--- src/mul_rs_pkg.sv ---
package mul_rs_pkg;

    localparam int RS_DEPTH = 16;
    localparam int PTR_W    = 4;
    localparam int CNT_W    = PTR_W + 1;    // Occupancy must reach RS_DEPTH
    localparam int TAG_W    = 8;
    localparam int PC_W     = 32;
    localparam int NUM_WAKE = 7;            // ALU, MUL, DIV, load, branch, P unit, CSR

    typedef logic [TAG_W-1:0] tag_t;
    typedef logic [PTR_W-1:0] ptr_t;

    // One producer's result broadcast
    typedef struct packed {
        logic valid;
        tag_t tag;
    } wake_bcast_t;

    typedef struct packed {
        logic [PC_W-1:0] pc;
        tag_t            rd;
        tag_t            src1;
        tag_t            src2;
        logic            src1_rdy;
        logic            src2_rdy;
    } rs_dispatch_t;

    // Word handed to the multiplier
    typedef struct packed {
        logic            valid;
        logic [PC_W-1:0] pc;
        tag_t            rd;
        tag_t            src1;
        tag_t            src2;
    } rs_issue_t;

endpackage

--- src/rs_queue_ctrl.sv ---
`timescale 1ns/1ps

module rs_queue_ctrl (
    input  logic                            clk,
    input  logic                            reset,
    input  logic                            dispatch_valid,
    input  logic                            exception_sig,
    input  logic                            mret_sig,
    input  logic [mul_rs_pkg::RS_DEPTH-1:0] entry_valid,
    input  logic                            issue_en,
    output logic                            alloc_en,
    output mul_rs_pkg::ptr_t                alloc_ptr,
    output mul_rs_pkg::ptr_t                head,
    output logic                            flush,
    output logic                            full
);

    mul_rs_pkg::ptr_t             tail;
    logic [mul_rs_pkg::CNT_W-1:0] occ_cnt;    // Head to tail, holes included
    logic [mul_rs_pkg::CNT_W-1:0] live_cnt;   // Entries not yet issued
    logic                         head_adv;

    assign flush     = exception_sig | mret_sig;
    assign full      = (occ_cnt == mul_rs_pkg::CNT_W'(mul_rs_pkg::RS_DEPTH));
    assign alloc_en  = dispatch_valid && !full && !flush;
    assign alloc_ptr = tail;

    // Reclaim one hole per cycle, head slot already issued
    assign head_adv = (occ_cnt != '0) && !entry_valid[head] && !flush;

    always_ff @(posedge clk) begin
        if (reset || flush) begin
            head     <= '0;
            tail     <= '0;
            occ_cnt  <= '0;
            live_cnt <= '0;
        end else begin
            if (alloc_en) begin
                tail <= tail + 1'b1;
            end
            if (head_adv) begin
                head <= head + 1'b1;
            end

            case ({alloc_en, head_adv})
                2'b10:   occ_cnt <= occ_cnt + 1'b1;
                2'b01:   occ_cnt <= occ_cnt - 1'b1;
                default: occ_cnt <= occ_cnt;
            endcase

            case ({alloc_en, issue_en})
                2'b10:   live_cnt <= live_cnt + 1'b1;
                2'b01:   live_cnt <= live_cnt - 1'b1;
                default: live_cnt <= live_cnt;
            endcase
        end
    end

    // Upstream must honor the full level
    a_no_dispatch_full: assert property (
        @(posedge clk) disable iff (reset)
        dispatch_valid |-> !full
    );

    // Live count tracks the array's valid bits and stays inside the window
    a_occupancy: assert property (
        @(posedge clk) disable iff (reset)
        (occ_cnt <= mul_rs_pkg::RS_DEPTH) && (live_cnt <= occ_cnt) &&
        (live_cnt == $countones(entry_valid))
    );

endmodule

--- src/rs_entry_array.sv ---
`timescale 1ns/1ps

module rs_entry_array (
    input  logic                              clk,
    input  logic                              reset,
    input  logic                              flush,
    input  logic                              alloc_en,
    input  mul_rs_pkg::ptr_t                  alloc_ptr,
    input  mul_rs_pkg::rs_dispatch_t          dispatch,
    input  logic                              bypass1,
    input  logic                              bypass2,
    input  logic [mul_rs_pkg::RS_DEPTH-1:0]   wake1,
    input  logic [mul_rs_pkg::RS_DEPTH-1:0]   wake2,
    input  logic                              issue_en,
    input  mul_rs_pkg::ptr_t                  issue_ptr,
    output logic [mul_rs_pkg::RS_DEPTH-1:0]   entry_valid,
    output logic [mul_rs_pkg::RS_DEPTH-1:0]   entry_ready,
    output mul_rs_pkg::tag_t                  src1_tags [mul_rs_pkg::RS_DEPTH],
    output mul_rs_pkg::tag_t                  src2_tags [mul_rs_pkg::RS_DEPTH],
    output logic [mul_rs_pkg::PC_W-1:0]       pcs [mul_rs_pkg::RS_DEPTH],
    output mul_rs_pkg::tag_t                  rds [mul_rs_pkg::RS_DEPTH]
);

    logic [mul_rs_pkg::RS_DEPTH-1:0] rdy1;    // Source 1 value available
    logic [mul_rs_pkg::RS_DEPTH-1:0] rdy2;

    assign entry_ready = entry_valid & rdy1 & rdy2;

    always_ff @(posedge clk) begin
        if (alloc_en) begin
            pcs[alloc_ptr]       <= dispatch.pc;
            rds[alloc_ptr]       <= dispatch.rd;
            src1_tags[alloc_ptr] <= dispatch.src1;
            src2_tags[alloc_ptr] <= dispatch.src2;
        end
    end

    always_ff @(posedge clk) begin
        if (reset || flush) begin
            entry_valid <= '0;
            rdy1        <= '0;
            rdy2        <= '0;
        end else begin
            // Wake bits only hit valid entries
            rdy1 <= rdy1 | wake1;
            rdy2 <= rdy2 | wake2;

            if (alloc_en) begin
                entry_valid[alloc_ptr] <= 1'b1;
                rdy1[alloc_ptr]        <= dispatch.src1_rdy | bypass1;
                rdy2[alloc_ptr]        <= dispatch.src2_rdy | bypass2;
            end

            if (issue_en) begin
                entry_valid[issue_ptr] <= 1'b0;
                rdy1[issue_ptr]        <= 1'b0;
                rdy2[issue_ptr]        <= 1'b0;
            end
        end
    end

    // Tail never wraps onto a live entry
    a_alloc_free_slot: assert property (
        @(posedge clk) disable iff (reset)
        alloc_en |-> !entry_valid[alloc_ptr]
    );

endmodule

--- src/rs_tag_wakeup.sv ---
`timescale 1ns/1ps

module rs_tag_wakeup (
    input  mul_rs_pkg::wake_bcast_t         wake_bus [mul_rs_pkg::NUM_WAKE],
    input  logic [mul_rs_pkg::RS_DEPTH-1:0] entry_valid,
    input  mul_rs_pkg::tag_t                src1_tags [mul_rs_pkg::RS_DEPTH],
    input  mul_rs_pkg::tag_t                src2_tags [mul_rs_pkg::RS_DEPTH],
    input  mul_rs_pkg::rs_dispatch_t        dispatch,
    output logic [mul_rs_pkg::RS_DEPTH-1:0] wake1,
    output logic [mul_rs_pkg::RS_DEPTH-1:0] wake2,
    output logic                            bypass1,
    output logic                            bypass2
);

    // Any valid broadcast carrying this tag
    function automatic logic tag_hit(
        input mul_rs_pkg::tag_t        tag,
        input mul_rs_pkg::wake_bcast_t bus [mul_rs_pkg::NUM_WAKE]
    );
        logic hit;
        hit = 1'b0;
        for (int k = 0; k < mul_rs_pkg::NUM_WAKE; k++) begin
            hit = hit | (bus[k].valid && (bus[k].tag == tag));
        end
        return hit;
    endfunction

    always_comb begin
        for (int i = 0; i < mul_rs_pkg::RS_DEPTH; i++) begin
            wake1[i] = entry_valid[i] && tag_hit(src1_tags[i], wake_bus);
            wake2[i] = entry_valid[i] && tag_hit(src2_tags[i], wake_bus);
        end
    end

    // Same-cycle result for the instruction being written
    assign bypass1 = tag_hit(dispatch.src1, wake_bus);
    assign bypass2 = tag_hit(dispatch.src2, wake_bus);

endmodule

--- src/rs_issue_select.sv ---
`timescale 1ns/1ps

module rs_issue_select (
    input  logic                            clk,
    input  logic                            reset,
    input  logic                            flush,
    input  mul_rs_pkg::ptr_t                head,
    input  logic [mul_rs_pkg::RS_DEPTH-1:0] entry_ready,
    input  logic [mul_rs_pkg::PC_W-1:0]     pcs [mul_rs_pkg::RS_DEPTH],
    input  mul_rs_pkg::tag_t                rds [mul_rs_pkg::RS_DEPTH],
    input  mul_rs_pkg::tag_t                src1_tags [mul_rs_pkg::RS_DEPTH],
    input  mul_rs_pkg::tag_t                src2_tags [mul_rs_pkg::RS_DEPTH],
    output logic                            issue_en,
    output mul_rs_pkg::ptr_t                issue_ptr,
    output mul_rs_pkg::rs_issue_t           issue
);

    logic [2*mul_rs_pkg::RS_DEPTH-1:0] ready_dbl;
    logic [mul_rs_pkg::RS_DEPTH-1:0]   rot_ready;   // Bit 0 is the head slot
    mul_rs_pkg::ptr_t                  offset;

    assign ready_dbl = {entry_ready, entry_ready} >> head;
    assign rot_ready = ready_dbl[mul_rs_pkg::RS_DEPTH-1:0];

    // Lowest set bit is the oldest ready entry
    always_comb begin
        offset = '0;
        for (int j = mul_rs_pkg::RS_DEPTH - 1; j >= 0; j--) begin
            if (rot_ready[j]) begin
                offset = mul_rs_pkg::ptr_t'(j);
            end
        end
    end

    assign issue_en  = (|rot_ready) && !flush;
    assign issue_ptr = head + offset;    // Wraps with the pointer width

    always_ff @(posedge clk) begin
        if (reset) begin
            issue <= '0;
        end else if (issue_en) begin
            issue <= '{
                valid: 1'b1,
                pc:    pcs[issue_ptr],
                rd:    rds[issue_ptr],
                src1:  src1_tags[issue_ptr],
                src2:  src2_tags[issue_ptr]
            };
        end else begin
            issue <= '0;    // Idle and flush cycles
        end
    end

    // Issued slot is freed and never picked twice
    a_issue_ready: assert property (
        @(posedge clk) disable iff (reset)
        issue_en |=> !entry_ready[$past(issue_ptr)]
    );

endmodule

--- src/mul_reservation_station.sv ---
`timescale 1ns/1ps

module mul_reservation_station (
    input  logic                      clk,
    input  logic                      reset,
    input  logic                      dispatch_valid,
    input  mul_rs_pkg::rs_dispatch_t  dispatch,
    input  mul_rs_pkg::wake_bcast_t   wake_bus [mul_rs_pkg::NUM_WAKE],
    input  logic                      exception_sig,
    input  logic                      mret_sig,
    output mul_rs_pkg::rs_issue_t     issue,
    output logic                      full
);

    mul_rs_pkg::ptr_t                alloc_ptr;
    mul_rs_pkg::ptr_t                head;
    mul_rs_pkg::ptr_t                issue_ptr;
    logic                            alloc_en;
    logic                            flush;
    logic                            issue_en;
    logic                            bypass1;
    logic                            bypass2;
    logic [mul_rs_pkg::RS_DEPTH-1:0] entry_valid;
    logic [mul_rs_pkg::RS_DEPTH-1:0] entry_ready;
    logic [mul_rs_pkg::RS_DEPTH-1:0] wake1;
    logic [mul_rs_pkg::RS_DEPTH-1:0] wake2;
    mul_rs_pkg::tag_t                src1_tags [mul_rs_pkg::RS_DEPTH];
    mul_rs_pkg::tag_t                src2_tags [mul_rs_pkg::RS_DEPTH];
    mul_rs_pkg::tag_t                rds [mul_rs_pkg::RS_DEPTH];
    logic [mul_rs_pkg::PC_W-1:0]     pcs [mul_rs_pkg::RS_DEPTH];

    rs_queue_ctrl u_queue_ctrl (
        .clk            (clk),
        .reset          (reset),
        .dispatch_valid (dispatch_valid),
        .exception_sig  (exception_sig),
        .mret_sig       (mret_sig),
        .entry_valid    (entry_valid),
        .issue_en       (issue_en),
        .alloc_en       (alloc_en),
        .alloc_ptr      (alloc_ptr),
        .head           (head),
        .flush          (flush),
        .full           (full)
    );

    rs_entry_array u_entry_array (
        .clk         (clk),
        .reset       (reset),
        .flush       (flush),
        .alloc_en    (alloc_en),
        .alloc_ptr   (alloc_ptr),
        .dispatch    (dispatch),
        .bypass1     (bypass1),
        .bypass2     (bypass2),
        .wake1       (wake1),
        .wake2       (wake2),
        .issue_en    (issue_en),
        .issue_ptr   (issue_ptr),
        .entry_valid (entry_valid),
        .entry_ready (entry_ready),
        .src1_tags   (src1_tags),
        .src2_tags   (src2_tags),
        .pcs         (pcs),
        .rds         (rds)
    );

    rs_tag_wakeup u_tag_wakeup (
        .wake_bus    (wake_bus),
        .entry_valid (entry_valid),
        .src1_tags   (src1_tags),
        .src2_tags   (src2_tags),
        .dispatch    (dispatch),
        .wake1       (wake1),
        .wake2       (wake2),
        .bypass1     (bypass1),
        .bypass2     (bypass2)
    );

    rs_issue_select u_issue_select (
        .clk         (clk),
        .reset       (reset),
        .flush       (flush),
        .head        (head),
        .entry_ready (entry_ready),
        .pcs         (pcs),
        .rds         (rds),
        .src1_tags   (src1_tags),
        .src2_tags   (src2_tags),
        .issue_en    (issue_en),
        .issue_ptr   (issue_ptr),
        .issue       (issue)
    );

endmodule

--- config.mk ---
export PLATFORM = sky130hd
export DESIGN_NAME = mul_reservation_station
export DESIGN_NICKNAME = d
export VERILOG_FILES = /design/src/mul_rs_pkg.sv /design/src/rs_queue_ctrl.sv /design/src/rs_entry_array.sv /design/src/rs_tag_wakeup.sv /design/src/rs_issue_select.sv /design/src/mul_reservation_station.sv
export SDC_FILE = /design/constraint.sdc
export NUM_CORES = 2
export LEC_CHECK = 0
export BUFFER_PORTS_ARGS = -buffer_cell sky130_fd_sc_hd__buf_2
export CAP_MARGIN = 10
export CORE_ASPECT_RATIO = 0.6
export CORE_MARGIN = 2
export CORE_UTILIZATION = 30
export DETAILED_ROUTE_END_ITERATION = 10
export GPL_TIMING_DRIVEN = 0
export PLACE_DENSITY = 0.46
export SETUP_SLACK_MARGIN = 0.2
export SLEW_MARGIN = 5
export SYNTH_ARGS = -nofsm -noshare
export SYNTH_HDL_FRONTEND = slang
export SYNTH_SLANG_ARGS = --single-unit
--- constraint.sdc ---
create_clock -name clk -period 21.6 [get_ports clk]
set_input_delay 4.32 -clock clk [delete_from_list [all_inputs] [get_ports clk]]
set_output_delay 4.32 -clock clk [all_outputs]
set_load 0.01 [all_outputs]
==> impl_metrics.toml <==
[power_and_ir_drop]
p_clk_frac = 0.418
power.share.sequential = 0.465
power.share.switching = 0.274
p_int_w = 0.00333
vdd_drop_max_v = 0.0000542
p_switching_w = 0.00126
power_density_nw_per_um2 = 63.1
leakage_nw = 24.1
share_comb_of_total_power = 0.117

[synthesis]
synth.avg_cell_area_um2 = 12.2
ys_seq_area_frac = 0.467
ys.flop_type = "edfxtp_1"
synth_top_area_cell = "edfxtp_1"
synth.top_cells.by_count = "1,576 x xor2_1, 896 x edfxtp_1, 345 x clkbuf_1, 342 x xnor2_1, 301 x nor4_1"
synth_edf_count = 896
ys_types = 64
synthArstFlopShare = 0
netlist_area_um2 = 62700
netlist_top_cells_area = "edfxtp_1 43%, xor2_1 22%, mux4_2 9.0%, xnor2_1 4.8%, dfxtp_1 3.8%"
synthCells = 5155
yosysTopAreaCellShare = 0.429
ys_ff_latch = 1014
syn_nets = 5295
yosysWarnings = 0
synth.most_common_cell = "xor2_1"

[clock_network]
cts-buffers-inserted = 101
cts-root-buf = "clkbuf_16"
ctsLongestPathBuffers = 3
cts.hold.buffers_added = 0
cts_tree = "done"
clkTransAtPathRegs_ns = 0.06
post-cts-setup-buffers = 0
post_cts_resized = 0
clock_latency_ns = 0.80
cts_sinks = 1014
cts_max_level = 3

[timing]
maxSlewViolCount = 11
grt_setup_unrepaired = "false"
worst_slew_pin_slew_ns = 1.51
skew_ns = 0.0879
post-route-period-util = 0.397
relSlewSlack = -0.00836
hold_viol = 0
period_needed_ns = 8.57
setup-violations-final = 0
fmax_ghz = 0.117
tns_ns = 0

[critical_path]
crit_slowest_cell = "clkbuf_1"
cp.required_ns = 22.25
path_cells = "clkbuf_1, clkbuf_1, buf_2, xor2_1, nor4_1, a31oi_1, a31oi_1, o311ai_0, a21oi_1"
endpoint_kind = "flop"
start_kind = "input pin"
cp_num_buf_inv = 3
slowest_delay_ns = 1.03
path_max_fanout = 10
worst_ep_arrival_time_ns = 9.22
rrSetupSlack_ns = 13.78
critical_path_class = "input pin to flop"
crit_family = "buffers and inverters"

[route]
drtIter0Drc = 8991
drt_pass1_iterations = 7
routed_wl_um = 359000
dr_total_vias = 50300
antenna_left = 0
wl_per_cell_um = 43.0
post_drt_via_cell_ratio = 6.03
drc_errors = 0

[grt]
grt_pass1_vias = 46100
antenna_found_initial = 23
gr-usage-all-layers = 0.328
grt_pass1_wl_um = 462000
grt_max_degree = 22
gr-total-overflow = 0

[floorplan]
design.core.area_um2 = 207000
die_h_um = 358
die_x_um = 594
dieArea_um2 = 213000
fp-row-count = 129
initial_core_util = 0.303
pin_count = 184

[placed_design]
dp_hpwl_um = 257000
io_buffers = 120
routabilityCongestion = 1.09
dp_cells = 8137

[final_layout]
fin_nets = 5640
fin_cells = 8345
syn2layout_area_growth_pct = 15.9
drive_above_1_share = 0.161

[flow_run]
cap_violations = 3

[run_status]
status = "finished with violations"
violations = "capacitance limit, slew limit"

[hold_path]
min_path_type = "flop to flop"
## power groups by stage
stage	clock, W	combinational (W)	sequential, W
2_1_floorplan	0	0.000236	0.00218
3_3_place_gp	0	0.000476	0.00218
6_report	0.00192	0.000535	0.00213
5_1_grt	0.00202	0.000525	0.00213
4_1_cts	0.00195	0.000492	0.00213
3_5_place_dp	0	0.000490	0.00218
## state kept, by name, summed over array words and instances (netlist names)
register,flops
u_issue_select.issue,57
u_entry_array.rdy1,16
u_entry_array.rds,128
u_entry_array.entry_valid,16
u_entry_array.rdy2,16
u_entry_array.src2_tags,128
u_entry_array.pcs,512
u_queue_ctrl.occ_cnt,5
u_queue_ctrl.head,4
u_entry_array.src1_tags,128
u_queue_ctrl.alloc_ptr,4
## cell families after synthesis
| logic type | synth area share |
|---|---|
| fa+ha+maj | 0.00303 |
| compound gates | 0.0334 |
| xor+xnor | 0.268 |
| buf+inv | 0.0395 |
| simple gates | 0.0803 |
| mux | 0.109 |
| flops | 0.467 |
## worst reg2reg max path, cell delays in order, from the launching register on
cell	delay [ns]
dfxtp_1	1.16
nand3_1	0.32
a2111oi_0	1.06
a2111oi_1	0.18
a221oi_1	0.63
a21oi_1	0.10
o41ai_1	0.14
o21ai_0	0.24
ha_1	0.27
fa_1	0.57
clkbuf_1	0.65
clkbuf_1	0.88
nand3_1	0.28
o31ai_1	1.08
nor2_1	0.11
## metrics by stage
step / setup slack, ns / instance area [um^2] / hold WS, ns / utilization / total power [W]
floorplan: 11.52 / 62700 / 0.471 / - / 0.00241
global placement: 2.72 / 66800 / 0.507 / 0.323 / 0.00265
detailed placement: 12.20 / 69000 / 0.517 / 0.333 / 0.00267
CTS: 12.91 / 72600 / 0.528 / 0.351 / 0.00457
global route: 13.20 / 72700 / 0.580 / 0.351 / 0.00468
finish: 13.03 / 72700 / 0.530 / 0.352 / 0.00459
## metal layers
| metal | vias to the layer above | track usage | routed length, um |
|---|---|---|---|
| met5 | - | 0.0107 | 489 |
| met4 | 23 | 0.124 | 15500 |
| met1 | 26000 | 0.473 | 158000 |
| met3 | 751 | 0.146 | 52000 |
| met2 | 4112 | 0.420 | 133000 |
| li1 | 19400 | - | - |
## cell type report
type                            count  area [um^2]
Tap cell                         2751         3440
Inverter                           16         60.1
Buffer                            631         2650
Clock buffer                      139         2840
Antenna cell                        5         12.5
Multi-Input combinational cell   3494        31200
Sequential cell                  1014        29300
Clock inverter                     53          748
Fill cell                       20300       134000
Timing Repair Buffer              242         2540
## worst paths after layout
kind / cells after the start / start / endpoint
worst max-delay path: 9 / wake_bus[50] / u_entry_array.rdy1[6]$_SDFF_PP0_
worst max register to register: 14 / u_entry_array.entry_valid[4]$_SDFF_PP0_ / u_entry_array.entry_valid[11]$_SDFF_PP0_
worst min register to register: 2 / u_queue_ctrl.occ_cnt[4]$_SDFFE_PP0P_ / u_queue_ctrl.occ_cnt[4]$_SDFFE_PP0P_
worst min-delay path: 2 / u_queue_ctrl.occ_cnt[4]$_SDFFE_PP0P_ / u_queue_ctrl.occ_cnt[4]$_SDFFE_PP0P_
## cells in the final DEF (no fill, tap or decap), drive strengths merged, types with 17 or more instances in the layout
master	n
a211oi	24
a21oi	22
a22o	17
a31oi	32
and3	22
buf	528
clkbuf	484
clkinv	28
dfxtp	118
edfxtp	896
inv	23
mux2i	119
mux4	250
nand2	31
nand3	128
nand4	179
nor2	73
nor3	150
nor4	301
o21ai	30
o22ai	56
o41ai	36
xnor2	342
xor2	1577
Note: power is estimated with default switching activity, not from simulation.
